### config.mk
export PLATFORM = sky130hd
export DESIGN_NAME = outPort
export DESIGN_NICKNAME = d
export VERILOG_FILES = /design/src/busPkg.sv /design/src/outPort.sv
export SDC_FILE = /design/constraint.sdc
export NUM_CORES = 1
export LEC_CHECK = 0
export BUFFER_PORTS_ARGS = -buffer_cell sky130_fd_sc_hd__buf_2
export CAP_MARGIN = 10
export CORE_ASPECT_RATIO = 0.6
export CORE_MARGIN = 4
export CORE_UTILIZATION = 47
export CTS_BUF_LIST = sky130_fd_sc_hd__clkbuf_8
export CTS_CLUSTER_SIZE = 40
export DETAILED_ROUTE_END_ITERATION = 8
export PLACE_DENSITY = 0.82
export SLEW_MARGIN = 20
export SYNTH_ARGS = -nofsm -noshare
export SYNTH_HDL_FRONTEND = slang
export SYNTH_SLANG_ARGS = --single-unit
export TNS_END_PERCENT = 100
### constraint.sdc
create_clock -name Clock -period 1 [get_ports Clock]
set_input_delay 0.2 -clock Clock [delete_from_list [all_inputs] [get_ports Clock]]
set_output_delay 0.2 -clock Clock [all_outputs]
set_load 0.005 [all_outputs]
### src/busPkg.sv
// Assumes a 32-bit word, sixteen registers and the fixed instruction field layout of the CPU
`default_nettype none

package busPkg;

   localparam int BusWidth = 32;
   localparam int RegCount = 16;

   typedef logic [BusWidth-1:0] busWord_t;
   typedef logic [$clog2(RegCount)-1:0] regIndex_t;

   // Instruction field positions
   localparam int OpcodeMsb = 31;
   localparam int OpcodeLsb = 27;
   localparam int RaMsb = 26;
   localparam int RaLsb = 23;
   localparam int RbMsb = 22;
   localparam int RbLsb = 19;
   localparam int RcMsb = 18;
   localparam int RcLsb = 15;
   localparam int ConstMsb = 18;
   localparam int ConstLsb = 0;

endpackage

`default_nettype wire
### src/outPort.sv
// deviceOut follows the bus one edge after OutportIn and holds until the next load
`timescale 1ns/1ps
`default_nettype none

module outPort (
   input  logic             Clock,
   input  logic             rstN,
   input  logic             OutportIn,
   input  busPkg::busWord_t bus,
   output busPkg::busWord_t deviceOut
);
   import busPkg::*;

   busWord_t outReg;

   always_ff @(posedge Clock or negedge rstN) begin
      if (!rstN) begin
         outReg <= '0;
      end else if (OutportIn) begin
         outReg <= bus;
      end
   end

   assign deviceOut = outReg;

endmodule

`default_nettype wire

## After elaboration in Yosys (flattened, before gate mapping)

Cells that the tools add are included.

- Flip-flop bits (word level): 32
- Input bits: 35
- Output and inout port bits: 32
- Logic and storage cells: 1

## Depth between registers and ports, before layout

- Word-level depth: 0
- Depth in mapped cells: 3
- Gate-level depth less buffers: 1

## Least setup slack after synthesis

No wires, ideal clock.

- Path type: in2reg
- Start point: in OutportIn
- End point: reg outReg[0] (netlist: deviceOut[0])
- Library setup time: 125 ps
- Arrival time: 742 ps
- Required time: 875 ps
- Slack: 133 ps
- Stages on the path: 3
- Path buffers: 2
- Cells stage by stage: buf_6 -> buf_12 -> mux2_4

RTL lines:

| what | line | text |
|---|---|---|
| from (decl) | outPort.sv:8 | `input logic OutportIn,` |
| to (signal assigned) | outPort.sv:20 | `outReg <= bus;` |
| to (decl) | outPort.sv:14 | `busWord_t outReg;` |

No word-level cell between the ends.

## Final worst setup path

- Start point: reg outReg[3] (netlist: deviceOut[3])
- End point: out deviceOut[3]

RTL lines:

| what | line | text |
|---|---|---|
| to (decl) | outPort.sv:10 | `output busPkg::busWord_t deviceOut` |

No word-level cell between the ends.

==> results.tsv <==
stage	metric	value	unit
cts	clockRootBuffer	clkbuf_8	
yosys	netlist_area	0.00135	mm2
global_routing	grt_pass1_vias	884	
cells_and_area	syn_to_final_growth	42.6	%
floorplanning	fp.dieH	49.4	um
worst_setup_path	critPathSlowestCell	dfrtp_1	
cts	h-tree-depth	2	
power_and_ir_drop	power_frac_comb	21.2	%
yosys	syn_inst	68	
status	outcome	complete, no violations	
power_and_ir_drop	p_leak	1.04	nW
timing	worst_pin_slew	166	ps
place	hpwl	1860	um
cells_and_area	largest_reg_flops	32	
routing	routed_wl	2710	um
hold_path	worstHoldStart	bus[14]	
worst_setup_path	crit_required	800	ps
worst_setup_path	reg2regPathDepth	2	
yosys	synthSimpleGateAreaFrac	0	%
timing	slew_headroom	88.9	%
cells_and_area	postLayoutCellArea	0.00192	mm2
place	portBuffers	66	
worst_setup_path	cp_max_fo	2	
routing	vias	869	
yosys	synth.distinct_cells	5	
worst_setup_path	rrSetupSlack	110	ps
routing	drt_pass1_iterations	4	
yosys	synthMuxAreaShare	35.2	%
timing	hold_viol_final	0	
hold_path	hp-class	input port to flop	
floorplanning	core-area	0.00261	mm2
worst_setup_path	path_class	flop to primary output	
yosys	synth_xor_area_share	0	%
cts	cts_buffers	5	
power_and_ir_drop	p_clk_share	28.6	%
timing	final.setup.tns	0	ps
timing	period_needed	993	ps
floorplanning	start_util	51.5	%
timing	fmax	1010	MHz
worst_setup_path	critical_path_buf_inv_count	1	
global_routing	grt_use_total	14.5	%
cts	clock_latency	270	ps
power_and_ir_drop	p_sw_share	22.6	%
power_and_ir_drop	totalPowerFinal	2.97	mW
cts	clock-sinks	32	
floorplanning	rows	14	
cells_and_area	diodes	0	
place	place.gp.congestion	0.689	
power_and_ir_drop	p_int	2.30	mW
yosys	synth_top_family_by_area	multiplexers	
power_and_ir_drop	switchingPower	0.672	mW
global_routing	grt_max_degree	33	
cells_and_area	fin_util	73.5	%
worst_setup_path	worstPathCellList	buf_2	
yosys	synth_nets	103	
routing	wire_per_inst	14.4	um
routing	remaining_drc_errors	0	
floorplanning	fp.dieW	77.1	um
routing	drt_iter0_drc	23	
worst_setup_path	max_stage_delay	390	ps
yosys	seq_area_frac_synth	59.5	%
power_and_ir_drop	seqPwrFrac	50.2	%
yosys	avgSynthCellArea	19.8	um2
timing	fin_crit_sh	99.3	%
yosys	synthAdderAreaFrac	0	%
worst_setup_path	endpoint_kind	primary output	
place	dpl_cell_area	0.00170	mm2
cts	clockBufferDepth	2	
cts	path_clk_slew	60	ps
worst_setup_path	reg2reg_from	deviceOut[13]$_DFFE_PN0P_	
routing	ant_nets	0	
worst_setup_path	cp_data_arrival_time	790	ps
worst_setup_path	cp_top_family	flip-flops	
floorplanning	pin_count	67	
global_routing	grt_pass1_wl	4170	um
timing	setup_violations	0	
yosys	synth-compound-area-share	0	%
global_routing	gr-total-overflow	0	
cells_and_area	mostFrequentLayoutCells	66 x buf_2, 32 x dfrtp_1, 30 x mux2_4	
yosys	synth-seq-cells	32	
cells_and_area	num-fill-cells	177	
flow_run	cap_violations	0	
cells_and_area	final_layout_size_suffix_gt1_share	79.0	%
power_and_ir_drop	ir_worst_vdd	0.000968	V
timing	hold_slack	149	ps
worst_setup_path	start_kind	flop	
hold_path	min_path_cells	2	
cts	cts_tree	built	
timing	finClkSkew	0	ps
cts	postCtsResizedCells	0	
timing	rsz0062_at_grt	true	
hold_path	hold_end	deviceOut[14]$_DFFE_PN0P_	
cells_and_area	layout.nets	194	
cells_and_area	mostFrequentLayoutCell	buf_2	
routing	avgViaCountPerCell	4.60	
global_routing	antenna_found_initial	0	
floorplanning	dieArea	0.00381	mm2
yosys	yosysWarnings	0	
timing	drv_slew	0	
worst_setup_path	r2r-end	deviceOut[13]$_DFFE_PN0P_	
power_and_ir_drop	powerDensity	1550	mW/mm2
[stage by stage]
stage | worst slack [ps] | std cells
CTS | -0.124 | 174
detailed placement | 17.2 | 165
finish | 6.81 | 189
floorplan | 133 | 68
global placement | 38.0 | 165
global route | -35.8 | 189
[kinds of logic after synthesis]
kind of cell           Yosys count
buffers and inverters            4
flip-flops                      32
multiplexers                    32
[cells in the mapped netlist]
master | number | area share [%]
buf_12 | 3 | 4.5
buf_6 | 1 | 0.84
dfrtp_1 | 32 | 60
mux2_2 | 2 | 1.7
mux2_4 | 30 | 33
[area by class of cell]
type                       instances  area [um2]  area share, %
clock buffer                       5        68.8           3.59
tap                               32        40.0           2.09
multi-input combinational         32         473           24.7
sequential                        32         801           41.7
timing repair buffer              88         536           27.9
[power by group through the flow]
stage / Clock, mW / Sequential [mW] / Combinational, mW
final: 0.851 / 1.49 / 0.630
after floorplan: 0 / 1.53 / 0.266
after global routing: 0.947 / 1.51 / 0.678
after detailed placement: 0 / 1.51 / 0.527
after global placement: 0 / 1.51 / 0.513
after CTS: 0.877 / 1.49 / 0.550
[worst reg2reg max path: cells and delay by family (launching register included)]
family	cells	cell delay (ps)
DFF	1	380
buffers and inverters	1	130
muxes	1	260
[worst max path at each step]
stage / end / cells past startpoint / slack, ps / startpoint
after detailed placement: deviceOut[13]$_DFFE_PN0P_ / 3 / 20 / OutportIn
after floorplan: deviceOut[0]$_DFFE_PN0P_ / 3 / 130 / OutportIn
after global placement: deviceOut[3]$_DFFE_PN0P_ / 3 / 40 / OutportIn
final: deviceOut[3] / 1 / 7 / deviceOut[3]$_DFFE_PN0P_
after CTS: deviceOut[13] / 1 / -0.1 / deviceOut[13]$_DFFE_PN0P_
after global routing: deviceOut[1] / 1 / -40 / deviceOut[1]$_DFFE_PN0P_
[layer usage]
metal	GRT usage (%)	up-vias	part of all wire, %
met4	6.21	0	0.99
li1	-	414	-
met2	23.7	36	49
met1	16.3	416	43
met3	7.01	3	7.4
met5	0	-	0
[timing repair]
| item | CTS | global route |
|---|---|---|
| setup endpoints to repair | 3 | 31 |
| buffers inserted | 3 | 15 |
| hold endpoints to repair | 32 | 0 |
| hold buffers | 1 | 0 |
Power figures use the tool's default switching activity.
