`config.mk`:
```
export PLATFORM = sky130hd
export DESIGN_NAME = registerFile
export DESIGN_NICKNAME = d
export VERILOG_FILES = /design/src/busPkg.sv /design/src/registerFile.sv
export SDC_FILE = /design/constraint.sdc
export NUM_CORES = 1
export LEC_CHECK = 0
export BUFFER_PORTS_ARGS = -buffer_cell sky130_fd_sc_hd__buf_4
export CAP_MARGIN = 20
export CORE_UTILIZATION = 60
export CTS_CLUSTER_SIZE = 24
export DETAILED_ROUTE_END_ITERATION = 10
export GPL_TIMING_DRIVEN = 1
export HOLD_SLACK_MARGIN = 0.12
export PLACE_DENSITY = 0.81
export SLEW_MARGIN = 20
export SYNTH_ARGS = -nofsm -noshare
export SYNTH_HDL_FRONTEND = slang
export SYNTH_SLANG_ARGS = --single-unit
```
`constraint.sdc`:
```
create_clock -name Clock -period 5.7 [get_ports Clock]
set_input_delay 1.14 -clock Clock [delete_from_list [all_inputs] [get_ports Clock]]
set_output_delay 1.14 -clock Clock [all_outputs]
set_load 0.1 [all_outputs]
```
`src/busPkg.sv`:
```
// Assumes a 32-bit word, sixteen registers and the fixed instruction field layout of the CPU
`default_nettype none

package busPkg;

   localparam int BusWidth = 32;
   localparam int RegCount = 16;

   typedef logic [BusWidth-1:0] busWord_t;
   typedef logic [$clog2(RegCount)-1:0] regIndex_t;

   // Instruction field positions
   localparam int OpcodeMsb = 31;
   localparam int OpcodeLsb = 27;
   localparam int RaMsb = 26;
   localparam int RaLsb = 23;
   localparam int RbMsb = 22;
   localparam int RbLsb = 19;
   localparam int RcMsb = 18;
   localparam int RcLsb = 15;
   localparam int ConstMsb = 18;
   localparam int ConstLsb = 0;

endpackage

`default_nettype wire
```
`src/registerFile.sv`:
```
// Single shared port so a step either reads or writes one register
`timescale 1ns/1ps
`default_nettype none

module registerFile (
   input  logic              Clock,
   input  logic              rstN,
   input  busPkg::regIndex_t regIndex,
   input  logic              regWrite,
   input  logic              forceZero,
   input  busPkg::busWord_t  writeData,
   output busPkg::busWord_t  readData
);
   import busPkg::*;

   busWord_t regs [RegCount];

   always_ff @(posedge Clock or negedge rstN) begin
      if (!rstN) begin
         for (int i = 0; i < RegCount; i++) begin
            regs[i] <= '0;
         end
      end else if (regWrite) begin
         regs[regIndex] <= writeData;
      end
   end

   // BAout on register 0 reads as zero
   assign readData = forceZero ? '0 : regs[regIndex];

endmodule

`default_nettype wire

```
**Word-level counts from Yosys, hierarchy flattened**

Index checks and enable logic that the tools add are counted.

- Register bits after elaboration: 512
- Word-level logic and storage cells: 27
- Output and inout bits: 32
- Input bits: 40

- Muxes and demuxes: 7
- Reductions and logical operators: 1
- Bitwise gates (word level): 1
- Magnitude comparators: 2

Operators by type and width:

| cell | count |
|---|---|
| $bwmux W512 | 1 |
| $bmux W32 S4 | 1 |
| $demux W32 S4 | 1 |
| $mux W32 | 4 |
| $ge A5 B5 Y1 const B | 1 |
| $lt A5 B1 Y1 const B | 1 |
| $not A4 Y5 | 1 |
| $logic_and A1 B1 Y1 | 1 |

**Longest topological paths before layout**

- Depth after elaboration: 6
- Mapped depth: 7
- Depth with buffers taken out: 3

**Worst setup path after synthesis**

Ideal clock, no wire load.

- Path kind: input to output
- From: input port regIndex[0]
- To: output port readData[0]
- Data required time: 4560 ps
- Slack: 151 ps
- Buffers on the path: 4
- Stages on the path: 7
- Arrival time: 4409 ps
- Cell sequence: buf_2 -> buf_4 -> buf_4 -> nand2_1 -> buf_1 -> o22ai_1 -> o31ai_1

- Word-level cells in the longest chain between the ends: 5

Ends and longest elaborated chain:

| element | RTL line | source |
|---|---|---|
| from (decl) | registerFile.sv:8 | `input busPkg::regIndex_t regIndex,` |
| $not A4 Y5 (not written as such) | registerFile.sv:29 | `assign readData = forceZero ? '0 : regs[regIndex];` |
| $bmux W32 S4 | registerFile.sv:29 |  |
| $mux W32 (not written as such) (2 in series) | registerFile.sv:29 |  |
| $mux W32 | registerFile.sv:29 |  |
| to (decl) | registerFile.sv:12 | `output busPkg::busWord_t readData` |

No other way between the ends. The select of a mux whose other input is x is not followed.

**Worst setup path after layout**

- From: input port regIndex[1]
- To: output port readData[16]

Same word-level chain as after synthesis.

==> out/qor.csv <==
metric,value,unit
synth-simple-area-share,0.974,%
synth_fa_ha_area_share,0,%
drv_cap,0,
seqPwrFrac,48.0,%
grt_pass1_vias,14400,
finalCritPeriodShare,83.4,%
hold_path_class,input port to asynchronous set/reset pin,
drt-wirelength-per-cell,26.6,µm
regMostFlops,regs,
final.setup_skew,0,ps
via_per_inst,6.49,
reg_top3,regs (512),
synthMuxAreaShare,37.1,%
p_int,0.00755,W
synth.distinct_cells,30,
dieArea,39700,µm²
io_buffer_count,71,
drt-total-wl,55500,µm
drive_gt1_share,51.5,%
cts_hold_buf,0,
row_count,71,
drt_iter0_markers,901,
cts_sinks,512,
die_w,199,µm
synth_area_leaders,"dfrtp_1 (55%), mux2_2 (24%), mux4_2 (6.2%)",
dp_slack,957,ps
final_common_cell,dfrtp_1,
ys_warn_count,0,
htree_num_levels,2,
cp_cell_sequence,buf_8 > buf_4 > mux2i_1 > a22o_1 > o31ai_1 > buf_4,
dr.pass1.iters,5,
place.gp.congestion,0.748,
fin_total_pwr,0.0102,W
hpwl,30700,µm
n_antenna_cell,0,
ys_ff_latch,512,
cts_root_buf,clkbuf_16,
grt_max_degree,135,
status,completed,
path_delay_family,buffers and inverters,
yosys.area.top_type,dfrtp_1,
cts_tree,built,
synth_area,23400,µm²
worst_slew_pin_slew,1180,ps
largest_reg_flops,512,
critPathKind,input port to primary output,
die_h,199,µm
syn_inst,1516,
swShare,26.3,%
area_growth,11.4,%
globalRouteOverflowTotal,0,
path_max_fanout,116,
insertion_delay,570,ps
cpPeakStageDelay,700,ps
drcViolationCount,0,
rsz0062_at_grt,no,
crit_buf_inv,3,
max_freq,210,MHz
hold_viol,0,
finalMaxSlewViolations,0,
synth_top_family_by_area,multiplexers,
power_switching,0.00269,W
end_kind,primary output,
ir_drop,0.000282,V
synth-compound-area-share,4.11,%
relSlewSlack,21.1,%
tns,0,ps
vias,13500,
cts_buffer_depth,3,
slowest_stage,buf_8,
power_leakage,11.4,nW
layout_common_cells,"dfrtp_1 (512), mux2_2 (508), buf_4 (96), mux2i_1 (64), mux4_2 (64)",
numCtsBuffers,51,
power_density,393,nW/µm²
combPwrFrac,19.5,%
period_needed,4750,ps
postPlaceCellArea,24300,µm²
design_area,26000,µm²
drtAntennaViolNets,0,
core_area,38000,µm²
layout_setup_ws,947,ps
syn_area_per_cell,15.4,µm²
grt_pass1_wl,86200,µm
worstSetupStartpointType,input port,
crit_top_cell,buf_4,
finalSetupViolations,0,
start_util,61.5,%
yosysSeqAreaShare,54.8,%
critPathArrivalTime,3610,ps
synth_xor_xnor_area_share,0,%
cp.required,4560,ps
synth.top_cell.area_share,54.8,%
antenna_found_initial,0,
post_cts_resized,0,
post_cts_buffers,0,
clk_pin_slew,60,ps
p_clk_share,32.5,%
synth_nets,1556,
track_usage,29.2,%
ioPinCount,72,
fin_nets,1576,
-- synthesized netlist by cell type --
| cell type | number |
|---|---|
| a22o_1 | 32 |
| a22oi_1 | 32 |
| and3b_1 | 1 |
| buf_1 | 4 |
| buf_2 | 60 |
| buf_4 | 16 |
| buf_6 | 3 |
| clkbuf_1 | 57 |
| dfrtp_1 | 512 |
| inv_1 | 2 |
| mux2_1 | 38 |
| mux2_2 | 508 |
| mux2_4 | 30 |
| mux2i_1 | 64 |
| mux4_2 | 64 |
| nand2_1 | 3 |
| nand2b_1 | 3 |
| nand2b_4 | 1 |
| nand3_1 | 2 |
| nor2_1 | 4 |
| nor2b_1 | 1 |
| nor3_2 | 7 |
| nor3b_1 | 1 |
| nor4_2 | 1 |
| nor4_4 | 1 |
| o22ai_1 | 32 |
| o31ai_1 | 32 |
| or2_2 | 1 |
| or3_1 | 3 |
| or4_1 | 1 |
-- cells by family (layout without fill, tap and decap cells) --
| kind of cell | count (synthesis) | in the layout |
|---|---|---|
| compound gates | 128 | 128 |
| buf+inv | 142 | 198 |
| flops | 512 | 512 |
| mux | 704 | 704 |
| simple gates | 30 | 30 |
-- area by class of cell --
type	count	area (µm²)
clock inverter	10	103
clock buffer	79	1560
timing repair buffer	107	930
sequential	512	12800
inverter	2	7.51
fill	2551	12000
tap	511	639
multi-input combinational	862	9980
-- through the flow --
stage,hold slack (ps),util (%),cells
after global placement,462,63.9,1991
after detailed placement,469,63.9,1991
final,438,68.5,2083
after CTS,482,68.3,2080
after floorplan,452,-,1516
after global routing,454,68.5,2083
-- metal layers --
| metal | track usage [%] | part of all wire, % | vias up |
|---|---|---|---|
| li1 | - | - | 5683 |
| met3 | 4.64 | 5.3 | 87 |
| met5 | 0 | 0 | - |
| met2 | 47.3 | 49 | 392 |
| met4 | 8.82 | 2.4 | 0 |
| met1 | 40.8 | 43 | 7347 |
-- power groups by stage --
stage          registers (W)  logic (W)  clock network, W
2_1_floorplan        0.00481    0.00162                 0
3_3_place_gp         0.00489    0.00192                 0
3_5_place_dp         0.00496    0.00199                 0
4_1_cts              0.00490    0.00201           0.00338
5_1_grt              0.00501    0.00214           0.00352
6_report             0.00491    0.00200           0.00333
-- worst paths after layout --
| path | from | to | slack [ps] | cells past startpoint |
|---|---|---|---|---|
| setup / recovery | regIndex[1] | readData[16] | 950 | 6 |
| hold / removal | rstN | regs[359]$_DFFE_PN0P_ | 440 | 1 |
| setup reg to reg | regs[422]$_DFFE_PN0P_ | regs[422]$_DFFE_PN0P_ | 4880 | 1 |
| hold reg to reg | regs[35]$_DFFE_PN0P_ | regs[35]$_DFFE_PN0P_ | 490 | 1 |
| max in group asynchronous | rstN | regs[476]$_DFFE_PN0P_ | 3800 | 3 |
| min in group Clock | regs[35]$_DFFE_PN0P_ | regs[35]$_DFFE_PN0P_ | 490 | 1 |
No activity file was read; power rests on OpenSTA's default activity.
