File: config.mk
export PLATFORM = sky130hd
export DESIGN_NAME = selectEncode
export DESIGN_NICKNAME = d
export VERILOG_FILES = /design/src/busPkg.sv /design/src/selectEncode.sv
export SDC_FILE = /design/constraint.sdc
export NUM_CORES = 1
export LEC_CHECK = 0
export BUFFER_PORTS_ARGS = -buffer_cell sky130_fd_sc_hd__buf_2
export CELL_PAD_IN_SITES_DETAIL_PLACEMENT = 0
export CELL_PAD_IN_SITES_GLOBAL_PLACEMENT = 2
export CORE_MARGIN = 5
export CORE_UTILIZATION = 10
export DETAILED_ROUTE_END_ITERATION = 10
export PLACE_DENSITY_LB_ADDON = 0.08
export RECOVER_POWER = 50
export REMOVE_ABC_BUFFERS = 1
export SLEW_MARGIN = 15
export SYNTH_ARGS = -nofsm -noshare
export SYNTH_HDL_FRONTEND = slang
export SYNTH_SLANG_ARGS = --single-unit
export TNS_END_PERCENT = 20
File: constraint.sdc
create_clock -name vclk -period 1
set_input_delay 0.05 -clock vclk [all_inputs]
set_output_delay 0.05 -clock vclk [all_outputs]
set_load 0.01 [all_outputs]
File: src/busPkg.sv
// Assumes a 32-bit word, sixteen registers and the fixed instruction field layout of the CPU
`default_nettype none

package busPkg;

   localparam int BusWidth = 32;
   localparam int RegCount = 16;

   typedef logic [BusWidth-1:0] busWord_t;
   typedef logic [$clog2(RegCount)-1:0] regIndex_t;

   // Instruction field positions
   localparam int OpcodeMsb = 31;
   localparam int OpcodeLsb = 27;
   localparam int RaMsb = 26;
   localparam int RaLsb = 23;
   localparam int RbMsb = 22;
   localparam int RbLsb = 19;
   localparam int RcMsb = 18;
   localparam int RcLsb = 15;
   localparam int ConstMsb = 18;
   localparam int ConstLsb = 0;

endpackage

`default_nettype wire
File: src/selectEncode.sv
// Gra beats Grb beats Grc and a read strobe in the same step blocks the register write
`timescale 1ns/1ps
`default_nettype none

module selectEncode (
   input  busPkg::busWord_t  ir,
   input  logic              gra,
   input  logic              grb,
   input  logic              grc,
   input  logic              rin,
   input  logic              rout,
   input  logic              baOut,
   input  logic              rfIn,
   input  logic              rfOut,
   input  busPkg::regIndex_t rfSelect,
   output busPkg::regIndex_t regIndex,
   output logic              regWrite,
   output logic              forceZero,
   output busPkg::busWord_t  immediate
);
   import busPkg::*;

   logic portRead;

   // IR fields override the direct select
   always_comb begin
      if (gra) begin
         regIndex = ir[RaMsb:RaLsb];
      end else if (grb) begin
         regIndex = ir[RbMsb:RbLsb];
      end else if (grc) begin
         regIndex = ir[RcMsb:RcLsb];
      end else begin
         regIndex = rfSelect;
      end
   end

   // One port, so a read owns it for the step
   assign portRead  = rout | rfOut | baOut;
   assign regWrite  = (rin | rfIn) & ~portRead;
   assign forceZero = baOut && (regIndex == '0);

   assign immediate = {{(BusWidth - ConstMsb - 1){ir[ConstMsb]}}, ir[ConstMsb:ConstLsb]};

endmodule

`default_nettype wire

* Word-level counts from Yosys, hierarchy flattened
Cells that the tools add are included.
Word-level totals: flip-flop bits (word level) 0, output and inout port bits 38, word-level logic and storage cells 10
Operators by class: multiplexer cells 3, bitwise gates (word level) 5, reduce and logical (&&, ||, !) cells 2
Operator list (number):
- $mux 4 | 3
- $logic_not 4->1 | 1
- $or 1x1->1 | 3
- $and 1x1->1 | 1
- $logic_and 1x1->1 | 1
- $not 1->1 | 1

* Longest topological paths before layout
Gate-level depths: netlist of run 1.
depth in word-level cells 5, gate-level depth with buffers 5

* Worst setup path after synthesis of run 1
Ideal clock, no wire load.
path type input-to-output, from input port grc, to output port forceZero, arrival 0.976 ns, data required time 0.950 ns, slack -0.026 ns, cell stages on the path 4, path buffers 0, cell sequence mux2_1 -> mux2i_1 -> o21ai_1 -> nor4_2
On the way: longest elaborated chain between the ends 5
RTL lines:
- from (decl) | RTL line selectEncode.sv:9 | input logic grc,
- $mux 4 | RTL line selectEncode.sv:31 | end else if (grc) begin
- $mux 4 | RTL line selectEncode.sv:29 | end else if (grb) begin
- $mux 4 | RTL line selectEncode.sv:27 | if (gra) begin
- net regIndex[2] | RTL line selectEncode.sv:16 | output busPkg::regIndex_t regIndex,
- $logic_not 4->1 | RTL line selectEncode.sv:41 | assign forceZero = baOut && (regIndex == '0);
- $logic_and 1x1->1 | RTL line selectEncode.sv:41
- to (decl) | RTL line selectEncode.sv:18 | output logic forceZero,
The timed path passes the listed nets, and every way through them passes these cells.

* Worst setup path in the final report of run 1
from input port grc, to output port forceZero
On the way: longest elaborated chain between the ends 5
RTL lines (RTL line):
- $mux 4 | selectEncode.sv:31
- $mux 4 | selectEncode.sv:29
- $mux 4 | selectEncode.sv:27
- $logic_not 4->1 | selectEncode.sv:41
- $logic_and 1x1->1 | selectEncode.sv:41
No other way between the ends.

==> summary.txt, run 1 <==
Status
  – Status: complete, but fails checks
  – Failing checks: setup timing

Synth
  – Cell variety after synth: 14
  – Netlist Area Pre-Place: 399 um2
  – Post-synthesis area per instance: 7.26 um2
  – Syn Inst Count: 55
  – Synth warn: 0
  – Ranking of synthesized cells by area: buf_4 60%, mux2i_1 7.5%, mux2_1 5.6%, mux2_2 5.6%, nand2_1 4.7%
  – Top cell type's share of synthesized area: 0.602
  – Top post-synthesis cells by count: 32 x buf_4, 5 x nand2_1, 3 x mux2i_1, 3 x o21ai_1
  – Seq/Total Area, Yosys: 0
  – Count leader, synth: buf_4
  – Area leader, netlist: buf_4

Finish
  – CLK BUF: 0
  – Share of cells above drive strength 1: 0.787
  – Area Overhead vs Synth: 36.4%
  – FFs & Latches: 0
  – Nets: 121
  – Antenna cell count: 0
  – Flip-flop and latch area: 0 um2
  – Area taken by multi-input logic gates: 173 um2
  – Final Util: 0.138
  – Fillers: 460
  – Non-Filler Instances: 125

GRT
  – First-pass GRT wire length: 2060 um
  – GRT Resource Usage Total: 0.0488
  – Vias in the first global route: 406
  – Initial antenna violation count: 0
  – Pin count of the biggest net entering global routing: 16
  – Grt total ovfl: 0

STA
  – Fin crit period: 1.20 ns
  – Unrepaired setup endpoints after global routing: yes
  – Endpoints failing hold: 0
  – Highest Clock Rate: 830 MHz
  – Max Slew Vio Count: 0
  – Fin Hold WS: 0.100 ns
  – # setup viols final: 5
  – Final Worst Setup Slack: -0.204 ns
  – Final Cycle Share: 1.20
  – Worst-Margin Slew: 0.194 ns
  – Slew margin rel.: 0.867

Routing
  – Routed len/inst: 11.9 um
  – Via count: 392
  – DR DRC count: 0
  – First-pass DRT Iterations: 2
  – Via density per instance: 3.14
  – Drt total wl: 1480 um
  – Post-route ant nets: 0
  – Starting DRC count in detailed routing: 6

Pwr
  – Sw frac: 0.447
  – Switch Pwr: 0.113 mW
  – Clock power frac: 0
  – Worst VDD drop: 0.101 mV
  – Internal power: 0.140 mW
  – Combinational power share: 1.000
  – Leak Pwr: 0.298 nW
  – Final Total Pwr: 0.253 mW
  – Seq pwr share: 0
  – PwrDens: 464 mW/mm2

Placed design
  – Buffers on Ports: 47
  – Hpwl dp: 1340 um
  – DP Cell Count: 123
  – Final GP Congestion: 0.603

Worst setup path
  – CP max FO: 4
  – Worst setup SP type: input port
  – Crit path DAT: 1.15 ns
  – Critical path capture point type: output port
  – Critical path data required time: 0.95 ns
  – CP Class: in -> out

Min path
  – Hold path cells: 0
  – Hold Startpoint: ir[0]
  – HP Class: in -> out
  – Hold EP: immediate[0]

Clock tree
  – Hold-fix buffers, CTS: 0

Floorplan
  – Top-Level Pins: 82
  – Row count: 23
  – Die span in y: 73.2 um
  – Die W: 73.2 um
  – Die area: 0.00535 mm2
  – Initial core utilization: 0.101
  – Core area: 0.00394 mm2

Job
  – Max Cap Viol: 0
[power by group through the flow]
stage	clock network (mW)	logic, mW	registers [mW]
finish	0	0.253	0
global route	0	0.278	0
CTS	0	0.251	0
detailed placement	0	0.220	0
global placement	0	0.225	0
floorplan	0	0.0556	0
[worst max-delay path by stage]
stage                      endpoint  start  slack [ns]  depth (start not counted)
after floorplan           forceZero    grc       -0.03                          4
after global placement    forceZero    grc       -0.29                          6
after detailed placement  forceZero    grc       -0.29                          6
after CTS                 forceZero    grc       -0.29                          6
after global routing      forceZero    grc       -0.30                          6
final                     forceZero    grc       -0.20                          6
[layout by cell type (no fill, tap or decap), types with 2 or more instances in the layout]
cell     Yosys  routed
buf_2        1      43
buf_4       32       5
buf_6        0       3
mux2_4       0       2
mux2i_1      3       2
nand2_1      5       4
o21ai_1      3       2
[cell type report]
cell class,instances,area share
Timing Repair Buffer,53,0.561
Multi-Input combinational cell,21,0.317
Tap cell,50,0.115
Inverter,1,0.00690
[worst max-delay path: stages]
cell	delay, ns
buf_8	0.10
mux2_4	0.28
mux2i_1	0.17
o21ai_1	0.11
nor4_2	0.26
buf_2	0.17
[repair_timing]
action,in CTS,in global routing
setup buffers,2,0
setup endpoints to repair,5,5
gates resized for setup,10,3
pin swaps,4,3
hold endpoints to repair,0,0
[through the flow]
stage	setup slack (ns)	area, um2	setup TNS, ns
2_1_floorplan	-0.0257	154	-0.0257
3_3_place_gp	-0.292	482	-0.721
3_5_place_dp	-0.292	482	-0.766
4_1_cts	-0.288	533	-0.745
5_1_grt	-0.303	544	-0.839
6_report	-0.204	544	-0.522
[metal layers]
layer | GRT usage | share of wire
met4 | 0 | 0
met1 | 0.0645 | 0.35
met5 | 0 | 0
met2 | 0.0655 | 0.45
met3 | 0.0386 | 0.20
[kinds of logic (layout without fill, tap and decap cells)]
family | Yosys count | count (layout) | synth area share
buffers and inverters | 34 | 54 | 0.624
AND/OR/NAND/NOR | 10 | 10 | 0.132
multiplexers | 7 | 7 | 0.188
AO/OA/AOI/OAI | 4 | 4 | 0.0564
Note: power is estimated with default switching activity, not from simulation.
==> run 2: changes to the inputs <==
- GPL_TIMING_DRIVEN: default -> 0
- MAX_ROUTING_LAYER: default -> met4
- PLACE_DENSITY_LB_ADDON: 0.08 -> 0.25
==> run 2 against run 1 <==
Compared with the run above:
- the flow still finishes with violations (setup timing)
- global-route usage is 0.20 points higher
- sequential share of layout area did not move
- utilization down 1.0 points
- die area stayed put
- via count shrank 3.3%
- sequential cell count did not move
- power decreased by 8.9%
- setup slack got worse by 0.0016 ns
- combinational power down 9.1%
==> summary.txt, run 2 (same netlist as run 1, synthesis figures left out) <==
Finish
  – Final Util: 0.128
  – Commonest non-fill, non-tap cell in the layout: buf_2
  – Most frequent cells in the layout: 42 x buf_2, 5 x nand2_1, 3 x mux2_4, 3 x o21ai_2, 3 x clkbuf_1
  – Area Overhead vs Synth: 26.0%
  – Antenna cell count: 0
  – Flip-flop and latch area: 0 um2
  – Fillers: 458
  – FFs & Latches: 0
  – Nets: 115
  – Share of cells above drive strength 1: 0.783
  – Area taken by multi-input logic gates: 189 um2
  – CLK BUF: 0
  – Non-Filler Instances: 119

Worst setup path
  – CP Class: in -> out
  – Critical path data required time: 0.95 ns
  – Worst setup SP type: input port
  – Setup crit end: forceZero
  – CP max FO: 4
  – Critical path capture point type: output port
  – Crit path DAT: 1.16 ns
  – CP startpoint: grc

STA
  – Final Cycle Share: 1.21
  – Endpoints failing hold: 0
  – Fin crit period: 1.21 ns
  – Worst-Margin Slew: 0.198 ns
  – # setup viols final: 1
  – Unrepaired setup endpoints after global routing: yes
  – Highest Clock Rate: 829 MHz
  – Final Worst Setup Slack: -0.206 ns
  – Max Slew Vio Count: 0
  – Slew margin rel.: 0.864

Placed design
  – DP Cell Count: 119
  – Final GP Congestion: 0.662
  – Buffers on Ports: 47

Floorplan
  – Top-Level Pins: 82
  – Die area: 0.00535 mm2
  – Die W: 73.2 um
  – Die span in y: 73.2 um
  – Initial core utilization: 0.101
  – Core area: 0.00394 mm2
  – Row count: 23

GRT
  – Pin count of the biggest net entering global routing: 16
  – Vias in the first global route: 397
  – GRT Resource Usage Total: 0.0508
  – Grt total ovfl: 0
  – First-pass GRT wire length: 2040 um
  – Initial antenna violation count: 0

Min path
  – HP Class: in -> out
  – Hold Startpoint: ir[0]

Clock tree
  – Hold-fix buffers, CTS: 0
  – Postcts setup bufs: 0

Routing
  – Starting DRC count in detailed routing: 4
  – Via density per instance: 3.18
  – Post-route ant nets: 0
  – Routed len/inst: 12.5 um
  – Drt total wl: 1490 um
  – First-pass DRT Iterations: 3
  – DR DRC count: 0
  – Via count: 379

Pwr
  – PwrDens: 458 mW/mm2
  – Leak Pwr: 0.265 nW
  – Final Total Pwr: 0.230 mW
  – Worst VDD drop: 0.117 mV

Status
  – Status: complete, but fails checks
  – Failing checks: setup timing

Job
  – Max Cap Viol: 0
==> run 2: changes by cell type in the layout (fill, tap and decap cells not counted) <==
cell      before  now
mux2_1         1    0
mux2_4         2    3
buf_4          5    0
mux2i_1        2    1
buf_6          3    1
nand2_1        4    5
buf_2         43   42
clkbuf_1       1    3
nand2_4        1    0
o21ai_1        2    0
o21ai_2        1    3
mux2i_4        0    1
==> run 2: worst min-delay path by stage <==
stage | end | slack, ns | cells after the start
5_1_grt | immediate[4] | 0.10 | 0
4_1_cts | immediate[4] | 0.10 | 0
6_report | immediate[0] | 0.10 | 0
2_1_floorplan | immediate[0] | 0.10 | 0
3_5_place_dp | immediate[4] | 0.10 | 0
3_3_place_gp | immediate[4] | 0.10 | 0
==> run 2: area by class of cell <==
| class | count | share of cell area |
|---|---|---|
| well taps | 50 | 0.124 |
| multi-input cells | 21 | 0.376 |
| inverters | 1 | 0.00746 |
| repair buffers | 47 | 0.493 |
==> run 2: what timing repair did <==
item	CTS	global route
pin swaps	4	1
endpoints found under the setup margin	5	3
gates resized for setup	11	3
==> run 2: report_power, final <==
group | switching, mW | leakage (nW) | internal, mW | total [mW]
clock | 0 | 0 | 0 | 0
sequential | 0 | 0 | 0 | 0
combinational | 0.113 | 0.265 | 0.117 | 0.230
==> run 2: per-layer routing <==
layer  wire (um)  GRT usage
met5           0          -
met4           0          0
met3         393     0.0427
met2         542     0.0685
met1         558     0.0614
==> run 2: critical path, stage by stage <==
cell and delay, ns:
buf_8 0.11, mux2_4 0.30, mux2i_2 0.20, o21ai_2 0.10
nor4_2 0.23, buf_2 0.17
==> run 2: per-stage QoR <==
step                setup TNS [ns]  cell area, um2  setup slack, ns  hold WS [ns]
floorplan                  -0.0257             154          -0.0257         0.100
global placement            -0.433             452           -0.326         0.100
detailed placement          -0.502             452           -0.344         0.100
CTS                         -0.239             495           -0.239         0.100
global route                -0.276             503           -0.273         0.100
finish                      -0.206             503           -0.206         0.100
