`src/busPkg.sv`:
```
// Assumes a 32-bit word, sixteen registers and the fixed instruction field layout of the CPU
`default_nettype none

package busPkg;

   localparam int BusWidth = 32;
   localparam int RegCount = 16;

   typedef logic [BusWidth-1:0] busWord_t;
   typedef logic [$clog2(RegCount)-1:0] regIndex_t;

   // Instruction field positions
   localparam int OpcodeMsb = 31;
   localparam int OpcodeLsb = 27;
   localparam int RaMsb = 26;
   localparam int RaLsb = 23;
   localparam int RbMsb = 22;
   localparam int RbLsb = 19;
   localparam int RcMsb = 18;
   localparam int RcLsb = 15;
   localparam int ConstMsb = 18;
   localparam int ConstLsb = 0;

endpackage

`default_nettype wire
```
`src/aluPkg.sv`:
```
// ALU codes start at 4 for add as on the existing control strobes and the result is 64 bits
`default_nettype none

package aluPkg;

   import busPkg::*;

   typedef enum logic [4:0] {
      opAdd  = 5'd4,
      opSub  = 5'd5,
      opAnd  = 5'd6,
      opOr   = 5'd7,
      opShr  = 5'd8,
      opShra = 5'd9,
      opShl  = 5'd10,
      opRor  = 5'd11,
      opRol  = 5'd12,
      opMul  = 5'd13,
      opDiv  = 5'd14,
      opNeg  = 5'd15,
      opNot  = 5'd16
   } aluOp_t;

   // High word holds the product top half or the remainder
   typedef struct packed {
      busWord_t hi;
      busWord_t lo;
   } aluResult_t;

endpackage

`default_nettype wire

```
`src/alu.sv`:
```
// Operand A is Y and B is the bus while neg and not act on B alone and start is ignored while busy
`timescale 1ns/1ps
`default_nettype none

module alu (
   input  logic               Clock,
   input  logic               rstN,
   input  logic               start,
   input  aluPkg::aluOp_t     opSelect,
   input  busPkg::busWord_t   a,
   input  busPkg::busWord_t   b,
   output aluPkg::aluResult_t result,
   output logic               finished
);
   import busPkg::*;
   import aluPkg::*;

   localparam int Steps = BusWidth;
   localparam int ShiftBits = $clog2(BusWidth);

   logic                     busy;
   logic                     isDiv;
   logic                     negLow;
   logic                     negHigh;
   logic [$clog2(Steps)-1:0] stepCount;
   busWord_t                 workHi;
   busWord_t                 workLo;
   busWord_t                 stepOperand;
   busWord_t                 magA;
   busWord_t                 magB;
   busWord_t                 quickLow;
   busWord_t                 nextHi;
   busWord_t                 nextLo;
   logic [BusWidth:0]        mulSum;
   logic [BusWidth:0]        divShift;
   logic [BusWidth:0]        divTrial;
   aluResult_t               finalResult;

   always_comb begin
      magA = a[BusWidth-1] ? -a : a;
      magB = b[BusWidth-1] ? -b : b;
      case (opSelect)
         opAdd:   quickLow = a + b;
         opSub:   quickLow = a - b;
         opAnd:   quickLow = a & b;
         opOr:    quickLow = a | b;
         opShr:   quickLow = a >> b[ShiftBits-1:0];
         opShra:  quickLow = $signed(a) >>> b[ShiftBits-1:0];
         opShl:   quickLow = a << b[ShiftBits-1:0];
         opRor:   quickLow = (a >> b[ShiftBits-1:0]) | (a << (BusWidth - b[ShiftBits-1:0]));
         opRol:   quickLow = (a << b[ShiftBits-1:0]) | (a >> (BusWidth - b[ShiftBits-1:0]));
         opNeg:   quickLow = -b;
         opNot:   quickLow = ~b;
         default: quickLow = '0;
      endcase
   end

   // One shift-add or restoring-divide step on magnitudes
   always_comb begin
      mulSum   = {1'b0, workHi} + (workLo[0] ? {1'b0, stepOperand} : '0);
      divShift = {workHi, workLo[BusWidth-1]};
      divTrial = divShift - {1'b0, stepOperand};
      if (!isDiv) begin
         nextHi = mulSum[BusWidth:1];
         nextLo = {mulSum[0], workLo[BusWidth-1:1]};
      end else if (!divTrial[BusWidth]) begin
         nextHi = divTrial[BusWidth-1:0];
         nextLo = {workLo[BusWidth-2:0], 1'b1};
      end else begin
         nextHi = divShift[BusWidth-1:0];
         nextLo = {workLo[BusWidth-2:0], 1'b0};
      end
      // Signs restored on the last step
      if (isDiv) begin
         finalResult.lo = negLow ? -nextLo : nextLo;
         finalResult.hi = negHigh ? -nextHi : nextHi;
      end else begin
         finalResult = negLow ? -{nextHi, nextLo} : {nextHi, nextLo};
      end
   end

   always_ff @(posedge Clock or negedge rstN) begin
      if (!rstN) begin
         busy        <= 1'b0;
         isDiv       <= 1'b0;
         negLow      <= 1'b0;
         negHigh     <= 1'b0;
         stepCount   <= '0;
         workHi      <= '0;
         workLo      <= '0;
         stepOperand <= '0;
         result      <= '0;
         finished    <= 1'b0;
      end else begin
         finished <= 1'b0;
         if (busy) begin
            workHi    <= nextHi;
            workLo    <= nextLo;
            stepCount <= stepCount + 1'b1;
            if (stepCount == Steps - 1) begin
               busy     <= 1'b0;
               result   <= finalResult;
               finished <= 1'b1;
            end
         end else if (start) begin
            stepCount <= '0;
            negLow    <= a[BusWidth-1] ^ b[BusWidth-1];
            negHigh   <= a[BusWidth-1];
            workHi    <= '0;
            case (opSelect)
               opMul: begin
                  busy        <= 1'b1;
                  isDiv       <= 1'b0;
                  workLo      <= magB;
                  stepOperand <= magA;
               end
               opDiv: begin
                  busy        <= 1'b1;
                  isDiv       <= 1'b1;
                  workLo      <= magA;
                  stepOperand <= magB;
               end
               default: begin
                  result.hi <= '0;
                  result.lo <= quickLow;
                  finished  <= 1'b1;
               end
            endcase
         end
      end
   end

endmodule

`default_nettype wire

```
`config.mk`:
```
export PLATFORM = sky130hd
export DESIGN_NAME = alu
export DESIGN_NICKNAME = d
export VERILOG_FILES = /design/src/busPkg.sv /design/src/aluPkg.sv /design/src/alu.sv
export SDC_FILE = /design/constraint.sdc
export NUM_CORES = 1
export LEC_CHECK = 0
export BUFFER_PORTS_ARGS = -buffer_cell sky130_fd_sc_hd__buf_2
export CAP_MARGIN = 20
export CORE_UTILIZATION = 30
export CTS_CLUSTER_DIAMETER = 50
export DETAILED_ROUTE_END_ITERATION = 7
export HOLD_SLACK_MARGIN = 0.12
export SLEW_MARGIN = 20
export SYNTH_ARGS = -nofsm -noshare
export SYNTH_HDL_FRONTEND = slang
export SYNTH_SLANG_ARGS = --single-unit
```
`constraint.sdc`:
```
create_clock -name Clock -period 7.7 [get_ports Clock]
set_clock_uncertainty 0.15 [all_clocks]
set_input_delay 0.77 -clock Clock [delete_from_list [all_inputs] [get_ports Clock]]
set_output_delay 0.77 -clock Clock [all_outputs]
set_load 0.1 [all_outputs]
```
### Yosys cells after proc, flatten, opt, wreduce, memory -nomap -nowiden

Index checks and enable logic that the tools add are counted.

* flip-flop bits (word level): 170
* input bits: 72
* output and inout port bits: 65
* logic and storage cells: 91

* add/sub/neg operators: 11
* equality and inequality tests: 16
* shift operators: 5
* multiplexer cells: 33
* bitwise operators: 7
* reduce and logical (&&, ||, !) cells: 8

Operators with widths (count)
* $mux 32: 12
* $mux 64: 6
* $pmux 32 s11: 1
* $neg 32->32: 4
* $pmux 32 s2: 2
* $or 32x32->32: 3
* $neg 64->64: 1
* $eq 5x4->1 const B: 8
* $add 32x32->33: 1
* $sub 33x32->33: 1
* $add 32x32->32: 1
* $and 32x32->32: 1
* $not 32->32: 1
* $shl 32x32->32: 1
* $shl 32x5->32: 1
* $shr 32x32->32: 1
* $shr 32x5->32: 1
* $sshr 32x5->32: 1
* $sub 32x32->32: 1
* $eq 5x3->1 const B: 4
* $eq 5x5->1 const B: 2
* $mux 5: 2
* $mux 1: 9
* $sub 6x5->7 const A: 1
* 10 further kinds: 14

### Logic depth before layout (Yosys ltp)

Gate-level depths: netlist (run 1).

* word-level depth: 8
* mapped depth: 27
* depth with buffers taken out: 22

### Least setup slack after synthesis (run 1)

Ideal clock, no wire load.

* path kind: input-to-reg
* from: input b[1]
* to: register result[31] (netlist name)
* library setup time: 87 ps
* arrival: 6096 ps
* required time: 7463 ps
* path slack: 1367 ps
* stages: 26
* path buffers: 6
* cell sequence: clkbuf_1 > clkinv_1 > buf_1 > clkbuf_1 > ha_1 > clkbuf_1 > nand2_1 > or3_1 > clkbuf_1 > or3_1 > clkbuf_1 > nand2_1 > xor2_1 > ha_1 > a21o_1 > a21oi_1 > nor2b_1 > a311oi_1 > a211oi_1 > o41ai_1 > o22ai_1 > o211ai_1 > a41oi_1 > a2111oi_0 > a31oi_1 > o211ai_1

* word-level cells in the longest chain between the ends: 7
* elaborated cells between the ends (all ways): 15

Ends and longest elaborated chain
* start: declaration: RTL line alu.sv:11 `input busPkg::busWord_t b,`
* $sub 6x5->7: RTL line alu.sv:50, alu.sv:51
* $shr 32x32->32 or $shl 32x32->32 (tied branches): RTL line alu.sv:51, alu.sv:50
* $or 32x32->32 (on tied branches): RTL line alu.sv:51, alu.sv:50
* $pmux 32 s11 (*): RTL line alu.sv:42 `case (opSelect)`
* $mux 64 (*): RTL line alu.sv:110 `case (opSelect)`
* $mux 64 (*): RTL line alu.sv:105 `end else if (start) begin`
* $mux 64 (*): RTL line alu.sv:96 `if (busy) begin`
* end signal: assignment: RTL line alu.sv:102 `result <= finalResult;`
* end: declaration: RTL line alu.sv:12 `output aluPkg::aluResult_t result,`

Every way passes the cells marked *; elsewhere a longest branch is shown, timed or not. The select of a mux whose other input is x is not followed.
A chain may end at the register's enable or synchronous reset.

### Worst setup path after layout (run 1)

* from: register workLo[31]
* to: register result[56] (netlist name)

* word-level cells in the longest chain between the ends: 8
* elaborated cells between the ends (all ways): 12

Ends and longest elaborated chain
* start: declaration: RTL line alu.sv:27 `busWord_t workLo;`
* start signal: assignment: RTL line alu.sv:98 `workLo <= nextLo;`
* start signal: assignment: RTL line alu.sv:114 `workLo <= magB;`
* start signal: assignment: RTL line alu.sv:120 `workLo <= magA;`
* $sub 33x32->33: RTL line alu.sv:62 `divTrial = divShift - {1'b0, stepOperand};`
* $mux 1 or $mux 32 (tied branches): RTL line alu.sv:66 `end else if (!divTrial[BusWidth]) begin`
* $mux 32: RTL line alu.sv:63 `if (!isDiv) begin`
* $neg 64->64 or $neg 32->32 (tied branches): RTL line alu.sv:78, alu.sv:76
* $mux 64 or $mux 32 (tied branches): RTL line alu.sv:78, alu.sv:76
* $mux 64 (*): RTL line alu.sv:74 `if (isDiv) begin`
* $mux 64 (*): RTL line alu.sv:100 `if (stepCount == Steps - 1) begin`
* $mux 64 (*): RTL line alu.sv:96

Marks and branches as above.

==> results of run 1 <==
[cells in the mapped netlist, types with 24 or more instances]
| cell type | number | area share [%] |
|---|---|---|
| a31oi_1 | 41 | 0.99 |
| nor2b_1 | 26 | 0.63 |
| a21oi_1 | 351 | 6.8 |
| o22ai_1 | 31 | 0.75 |
| o211ai_1 | 70 | 2.0 |
| nand2_1 | 567 | 8.2 |
| o21a_1 | 26 | 0.75 |
| o31ai_1 | 29 | 0.84 |
| or3_1 | 46 | 1.1 |
| inv_1 | 66 | 0.95 |
| o21ai_0 | 401 | 7.7 |
| xnor2_1 | 136 | 4.6 |
| nor2_1 | 363 | 5.2 |
| nor3_1 | 70 | 1.3 |
| clkbuf_1 | 251 | 3.6 |
| nand4_1 | 24 | 0.58 |
| nand2b_1 | 63 | 1.5 |
| dfrtp_1 | 170 | 16 |
| a221oi_1 | 39 | 1.3 |
| a21o_1 | 66 | 1.9 |
| and2_1 | 53 | 1.3 |
| a211oi_1 | 65 | 1.9 |
| mux2i_1 | 122 | 4.7 |
| o221ai_1 | 42 | 1.4 |
| ha_1 | 107 | 5.2 |
| nand3_1 | 53 | 1.0 |
| mux2_2 | 58 | 2.5 |
| buf_1 | 54 | 0.78 |
| xor2_1 | 101 | 3.4 |
[power by group through the flow]
stage | clock network [mW] | registers [mW] | logic [mW]
2_1_floorplan | 0 | 1.88 | 4.09
3_3_place_gp | 0 | 1.57 | 6.36
3_5_place_dp | 0 | 1.58 | 6.37
4_1_cts | 0.967 | 1.56 | 6.39
5_1_grt | 1.00 | 1.61 | 6.99
6_report | 0.953 | 1.57 | 6.49
[layout by cell type (no fill, tap or decap), types with 41 or more instances in the layout]
cell type,instances
ha_1,106
nor2_1,361
buf_4,91
inv_1,66
dfrtp_1,168
buf_2,134
xnor2_1,133
nand2b_1,63
mux2i_1,122
mux2_2,58
o211ai_1,70
a21oi_1,351
o221ai_1,42
and2_1,53
xor2_1,100
nor3_1,69
a21o_1,66
a211oi_1,64
nand3_1,53
or3_1,46
a31oi_1,41
o21ai_0,401
nand2_1,566
[sequential cells by signal, indices dropped and copies added (netlist names)]
register / flops
result: 64
finished: 1
stepOperand: 32
isDiv: 1
workLo: 32
stepCount: 5
workHi: 32
negLow: 1
busy: 1
negHigh: 1
[per-layer routing]
| layer | vias up | global-route usage, % | routed length, um |
|---|---|---|---|
| li1 | 13700 | - | - |
| met1 | 14300 | 36.1 | 51800 |
| met2 | 1569 | 47.7 | 60400 |
| met3 | 377 | 4.91 | 10500 |
| met4 | 8 | 19.3 | 9610 |
| met5 | - | 0.721 | 119 |
[how the worst max path moves through the flow]
stage                                      start                      to  slack, ns  depth (start not counted)
after floorplan                             b[1]  result[31]$_DFFE_PN0P_       1.37                         26
after global placement    workLo[31]$_DFFE_PN0P_  result[56]$_DFFE_PN0P_       1.40                         21
after detailed placement  workLo[31]$_DFFE_PN0P_  result[56]$_DFFE_PN0P_       1.26                         21
after CTS                 workLo[31]$_DFFE_PN0P_  result[56]$_DFFE_PN0P_       1.18                         21
after global routing      workLo[31]$_DFFE_PN0P_  result[56]$_DFFE_PN0P_       0.67                         21
final                     workLo[31]$_DFFE_PN0P_  result[56]$_DFFE_PN0P_       1.18                         21
[kinds of logic after synthesis]
family | after synthesis
buf+inv | 389
compound gates | 1332
xor+xnor | 237
simple gates | 1366
flops | 170
mux | 198
fa+ha+maj | 110
[cell type report]
| class | count | area, um^2 |
|---|---|---|
| fillers | 9446 | 57100 |
| multi-input cells | 3243 | 20300 |
| flip-flops and latches | 170 | 4260 |
| well taps | 1144 | 1430 |
| diodes | 3 | 7.51 |
| inverters | 73 | 274 |
| clock inverters | 15 | 206 |
| clock buffers | 17 | 425 |
| repair buffers | 227 | 1390 |
[metrics by stage]
step / power, mW / setup WS, ns / cell area [um^2]
5_1_grt: 9.61 / 0.672 / 28300
2_1_floorplan: 5.97 / 1.37 / 26000
6_report: 9.01 / 1.18 / 28300
3_3_place_gp: 7.93 / 1.40 / 27700
4_1_cts: 8.91 / 1.18 / 28300
3_5_place_dp: 7.94 / 1.26 / 27700
[critical path: stages (launching register included)]
cell and delay [ns]:
dfrtp_1 0.42, inv_1 0.12, ha_1 0.23, inv_1 0.07, fa_1 0.23, a211oi_1 0.11, o21a_1 0.21, or4_1 0.64
a21oi_2 0.32, o21a_1 0.60, nor3_1 0.15, a21oi_1 0.21, ha_1 0.23, nand3_1 0.11, or2_2 0.33, nand2b_1 0.20
nand2b_1 0.32, nor3_1 0.63, nor2_1 0.29, o41ai_1 0.55, xor2_1 0.17, o21ai_0 0.08
==> impl_metrics.toml, run 1 <==
[critical_path]
r2r_slack_ns = 1.18
r2r-end = "result[56]$_DFFE_PN0P_"
crit_type = "reg2reg"
critPathMaxFanout = 15
arrival_ns = 6.71
regToRegStartpoint = "workLo[31]$_DFFE_PN0P_"
end_kind = "flop"
start_kind = "flop"
worstPathRequired_ns = 7.89
r2r_cells = 21

[pwr]
powerDensity_nw_per_um2 = 318
p_int_mw = 3.82
switching_power_mw = 5.20
ir_worst_vdd_v = 0.000243
clockPowerShare_pct = 10.6
p_leak_nw = 11.5
seqPwrFrac_pct = 17.4
netSwitchingFraction_pct = 57.7
combPwrFrac_pct = 72.1

[clocking]
cts_setup_buffers = 0
cts_tree = "built"
cts_inserted_buffers = 17
htreeDepth = 4
cts-resized-gates = 0
hold_buffers = 0
clk_pin_slew_ns = 0.08
cts_max_path_buffers = 2
cts_sinks = 170
clockRootBuffer = "clkbuf_16"
clk_latency_ns = 0.47

[floorplanning]
die_x_um = 296
die_h_um = 296
start_util_pct = 30.4
rows = 107
io_pins = 137
die_area_um2 = 87800
coreArea_um2 = 85400

[synth]
yosys.area_share.simple_pct = 23.8
syn_nets = 3984
ys_seq_area_share_pct = 16.4
synthArstFlopShare_pct = 100
syn_avg_cell_area_um2 = 6.83
synth_cell_types = 90
synth.area.mux_share_pct = 8.77
synth_compound_area_share_pct = 32.0
synth_top_family_by_area = "compound AO/OA/AOI/OAI gates"
synth_xor_area_share_pct = 7.99
syn-cell-area_um2 = 26000
synth-main-ff-cell = "dfrtp_1"
synthCells = 3802
synth-seq-cells = 170
synth-edff-count = 0
synth_fa_ha_area_share_pct = 5.38
ys_warn_count = 0

[timing]
setup-violations-final = 0
fin_tns_setup_ns = 0
maxSlewHeadroom_pct = 28.2
holdWs_ns = 0.274
hold_violations = 0
layout_min_cycle_time_ns = 6.52
tightest_slew_ns = 1.07
fmax_mhz = 153
grt_setup_unrepaired = "no"
final.period_utilization_pct = 84.7
final_max_slew_viol_count = 0

[detailed_routing]
ant_nets = 0
vias_per_cell = 6.11
drc = 0
drt-wirelength-per-cell_um = 27.1
via_count = 29900
initialDrtViolationCount = 3223
drtPass1Iterations = 7
wl_mm = 132

[place]
place_hpwl_mm = 103
portBuffers = 136
dpl.cell_count = 4857
gp_congestion = 1.05

[status]
status = "complete, no violations"

[hold_path]
hold_path.class = "in2async"

[final_layout]
drive_above_1_share_pct = 10.3
fin_util_pct = 33.2
final_cell_count_no_fill = 4892
layout.nets = 3914
area_delta_synth_final_pct = 9.03

[grt]
grt_antenna_before_repair = 8
grt_pass1_vias = 28100
grt_pass1_wl_mm = 192
overflow = 0
globalRouteTotalUtil_pct = 29.5
grt_max_degree = 109

[job]
cap_violations = 0
Power figures use the tool's default switching activity.
==> run 2, diff against run 1 <==
==> constraint.sdc (replaced) <==
create_clock -name Clock -period 5.6 [get_ports Clock]
set_clock_uncertainty 0.15 [all_clocks]
set_input_delay 0.56 -clock Clock [delete_from_list [all_inputs] [get_ports Clock]]
set_output_delay 0.56 -clock Clock [all_outputs]
set_load 0.1 [all_outputs]
==> impl_metrics.toml, run 2 (synthesized netlist as in run 1, its figures left out) <==
[detailed_routing]
initialDrtViolationCount = 3451
drt-wirelength-per-cell_um = 26.0
vias_per_cell = 6.09
wl_mm = 131
ant_nets = 0
drtPass1Iterations = 8
drc = 0
via_count = 30700

[place]
gp_congestion = 1.09
place_hpwl_mm = 104
portBuffers = 136
placed_area_um2 = 28800

[critical_path]
r2r_cells = 17
cp.buffers_inverters = 2
critPathMaxFanout = 5
crit_type = "in2reg"
arrival_ns = 5.55
r2r_slack_ns = 0.31
path_cells = "buf_2, or4_1, or3_1, or3_1, nor3_1, nor2_1, xnor2_1, ha_1, a21o_1, a21oi_1, o21ai_0, nor2b_1, o41ai_1, buf_4, o22ai_1, o211ai_1, a41oi_1, a2111oi_0, a31oi_1, o211ai_1"
slowest_stage = "or4_1"
start_kind = "input port"
regToRegStartpoint = "stepOperand[17]$_DFFE_PN0P_"
critical_path.top_delay_family = "compound AO/OA/AOI/OAI gates"
slowest_delay_ns = 0.59
r2r-end = "result[61]$_DFFE_PN0P_"
end_kind = "flop"
worstPathRequired_ns = 5.85

[grt]
grt_max_degree = 90
overflow = 0
globalRouteTotalUtil_pct = 29.1
grt_antenna_before_repair = 6
grt_pass1_wl_mm = 190
grt_pass1_vias = 28700

[hold_path]
hold_path.class = "reg2reg"
min_from = "result[36]$_DFFE_PN0P_"
hold_path_depth = 2
hold_path_end = "result[36]$_DFFE_PN0P_"

[floorplanning]
start_util_pct = 30.4
die_area_um2 = 87800
rows = 107
die_x_um = 296
die_h_um = 296
coreArea_um2 = 85400
io_pins = 137

[timing]
setup-violations-final = 0
final.period_utilization_pct = 94.6
maxSlewHeadroom_pct = 13.9
final_max_slew_viol_count = 0
tightest_slew_ns = 1.26
fmax_mhz = 189
fin_tns_setup_ns = 0
grt_setup_unrepaired = "no"
hold_violations = 0
layout_min_cycle_time_ns = 5.30

[clocking]
clk_latency_ns = 0.48
htreeDepth = 4
clockRootBuffer = "clkbuf_16"
cts_sinks = 170
cts_max_path_buffers = 2
cts_inserted_buffers = 17
cts_tree = "built"
clk_pin_slew_ns = 0.08
cts_setup_buffers = 0

[status]
status = "complete, no violations"

[pwr]
power_mw = 12.8
powerDensity_nw_per_um2 = 434
p_leak_nw = 12.2
ir_worst_vdd_v = 0.000462

[final_layout]
regMostFlops = "result"
layout.nets = 4057
final_cell_area_um2 = 29400
layout_common_cells = "nand2_1, o21ai_0, nor2_1"
area_delta_synth_final_pct = 13.1
drive_above_1_share_pct = 13.7
final_common_cell = "nand2_1"
largest_reg_flops = 64

[job]
cap_violations = 0
[run 2: layer usage]
layer  track usage, %  routed length (um)
met5                0                  33
met4             17.6                8780
met3             5.35               11700
met2             47.2               59200
met1             35.7               51100
[run 2: what timing repair did]
item                                   CTS  global route
endpoints found under the hold margin   69             0
setup endpoints to repair                0             5
resized for setup                        0             5
hold buffers                             1             0
[run 2: worst max-delay path by stage]
stage	from	endpoint	slack [ns]	depth (start not counted)
3_3_place_gp	b[8]	result[31]$_DFFE_PN0P_	-0.15	20
3_5_place_dp	b[11]	result[30]$_DFFE_PN0P_	-0.18	20
4_1_cts	workLo[31]$_DFFE_PN0P_	result[60]$_DFFE_PN0P_	0.25	18
2_1_floorplan	b[1]	result[30]$_DFFE_PN0P_	0.01	27
6_report	b[8]	result[31]$_DFFE_PN0P_	0.30	20
5_1_grt	b[8]	result[31]$_DFFE_PN0P_	0.04	20
[run 2: metrics by stage]
stage / setup WS (ns) / instances / hold WS, ns / utilization, %
detailed placement: -0.176 / 4999 / 0.315 / 33.7
global placement: -0.146 / 4999 / 0.311 / 33.7
CTS: 0.255 / 5032 / 0.333 / 34.4
floorplan: 0.0114 / 3802 / 0.114 / -
global route: 0.0354 / 5033 / 0.355 / 34.4
finish: 0.304 / 5034 / 0.326 / 34.4
[run 2: worst min-delay path: cells and delay by family, from the launching register on]
family / cells / cell delay [ns]
flip-flops: 1 / 0.34
AO/OA/AOI/OAI: 1 / 0.05
AND/OR/NAND/NOR: 1 / 0.04
[run 2: area by class of cell]
class	count	area (um^2)
fill	9307	56000
timing repair buffer	370	2480
clock inverter	14	150
sequential	170	4260
tap	1144	1430
clock buffer	18	429
multi-input combinational	3243	20400
inverter	73	277
antenna	2	5.00
[run 2: power by group]
part           internal (mW)  switching, mW
registers               1.63          0.530
clock network          0.597          0.623
logic                   3.25           6.13
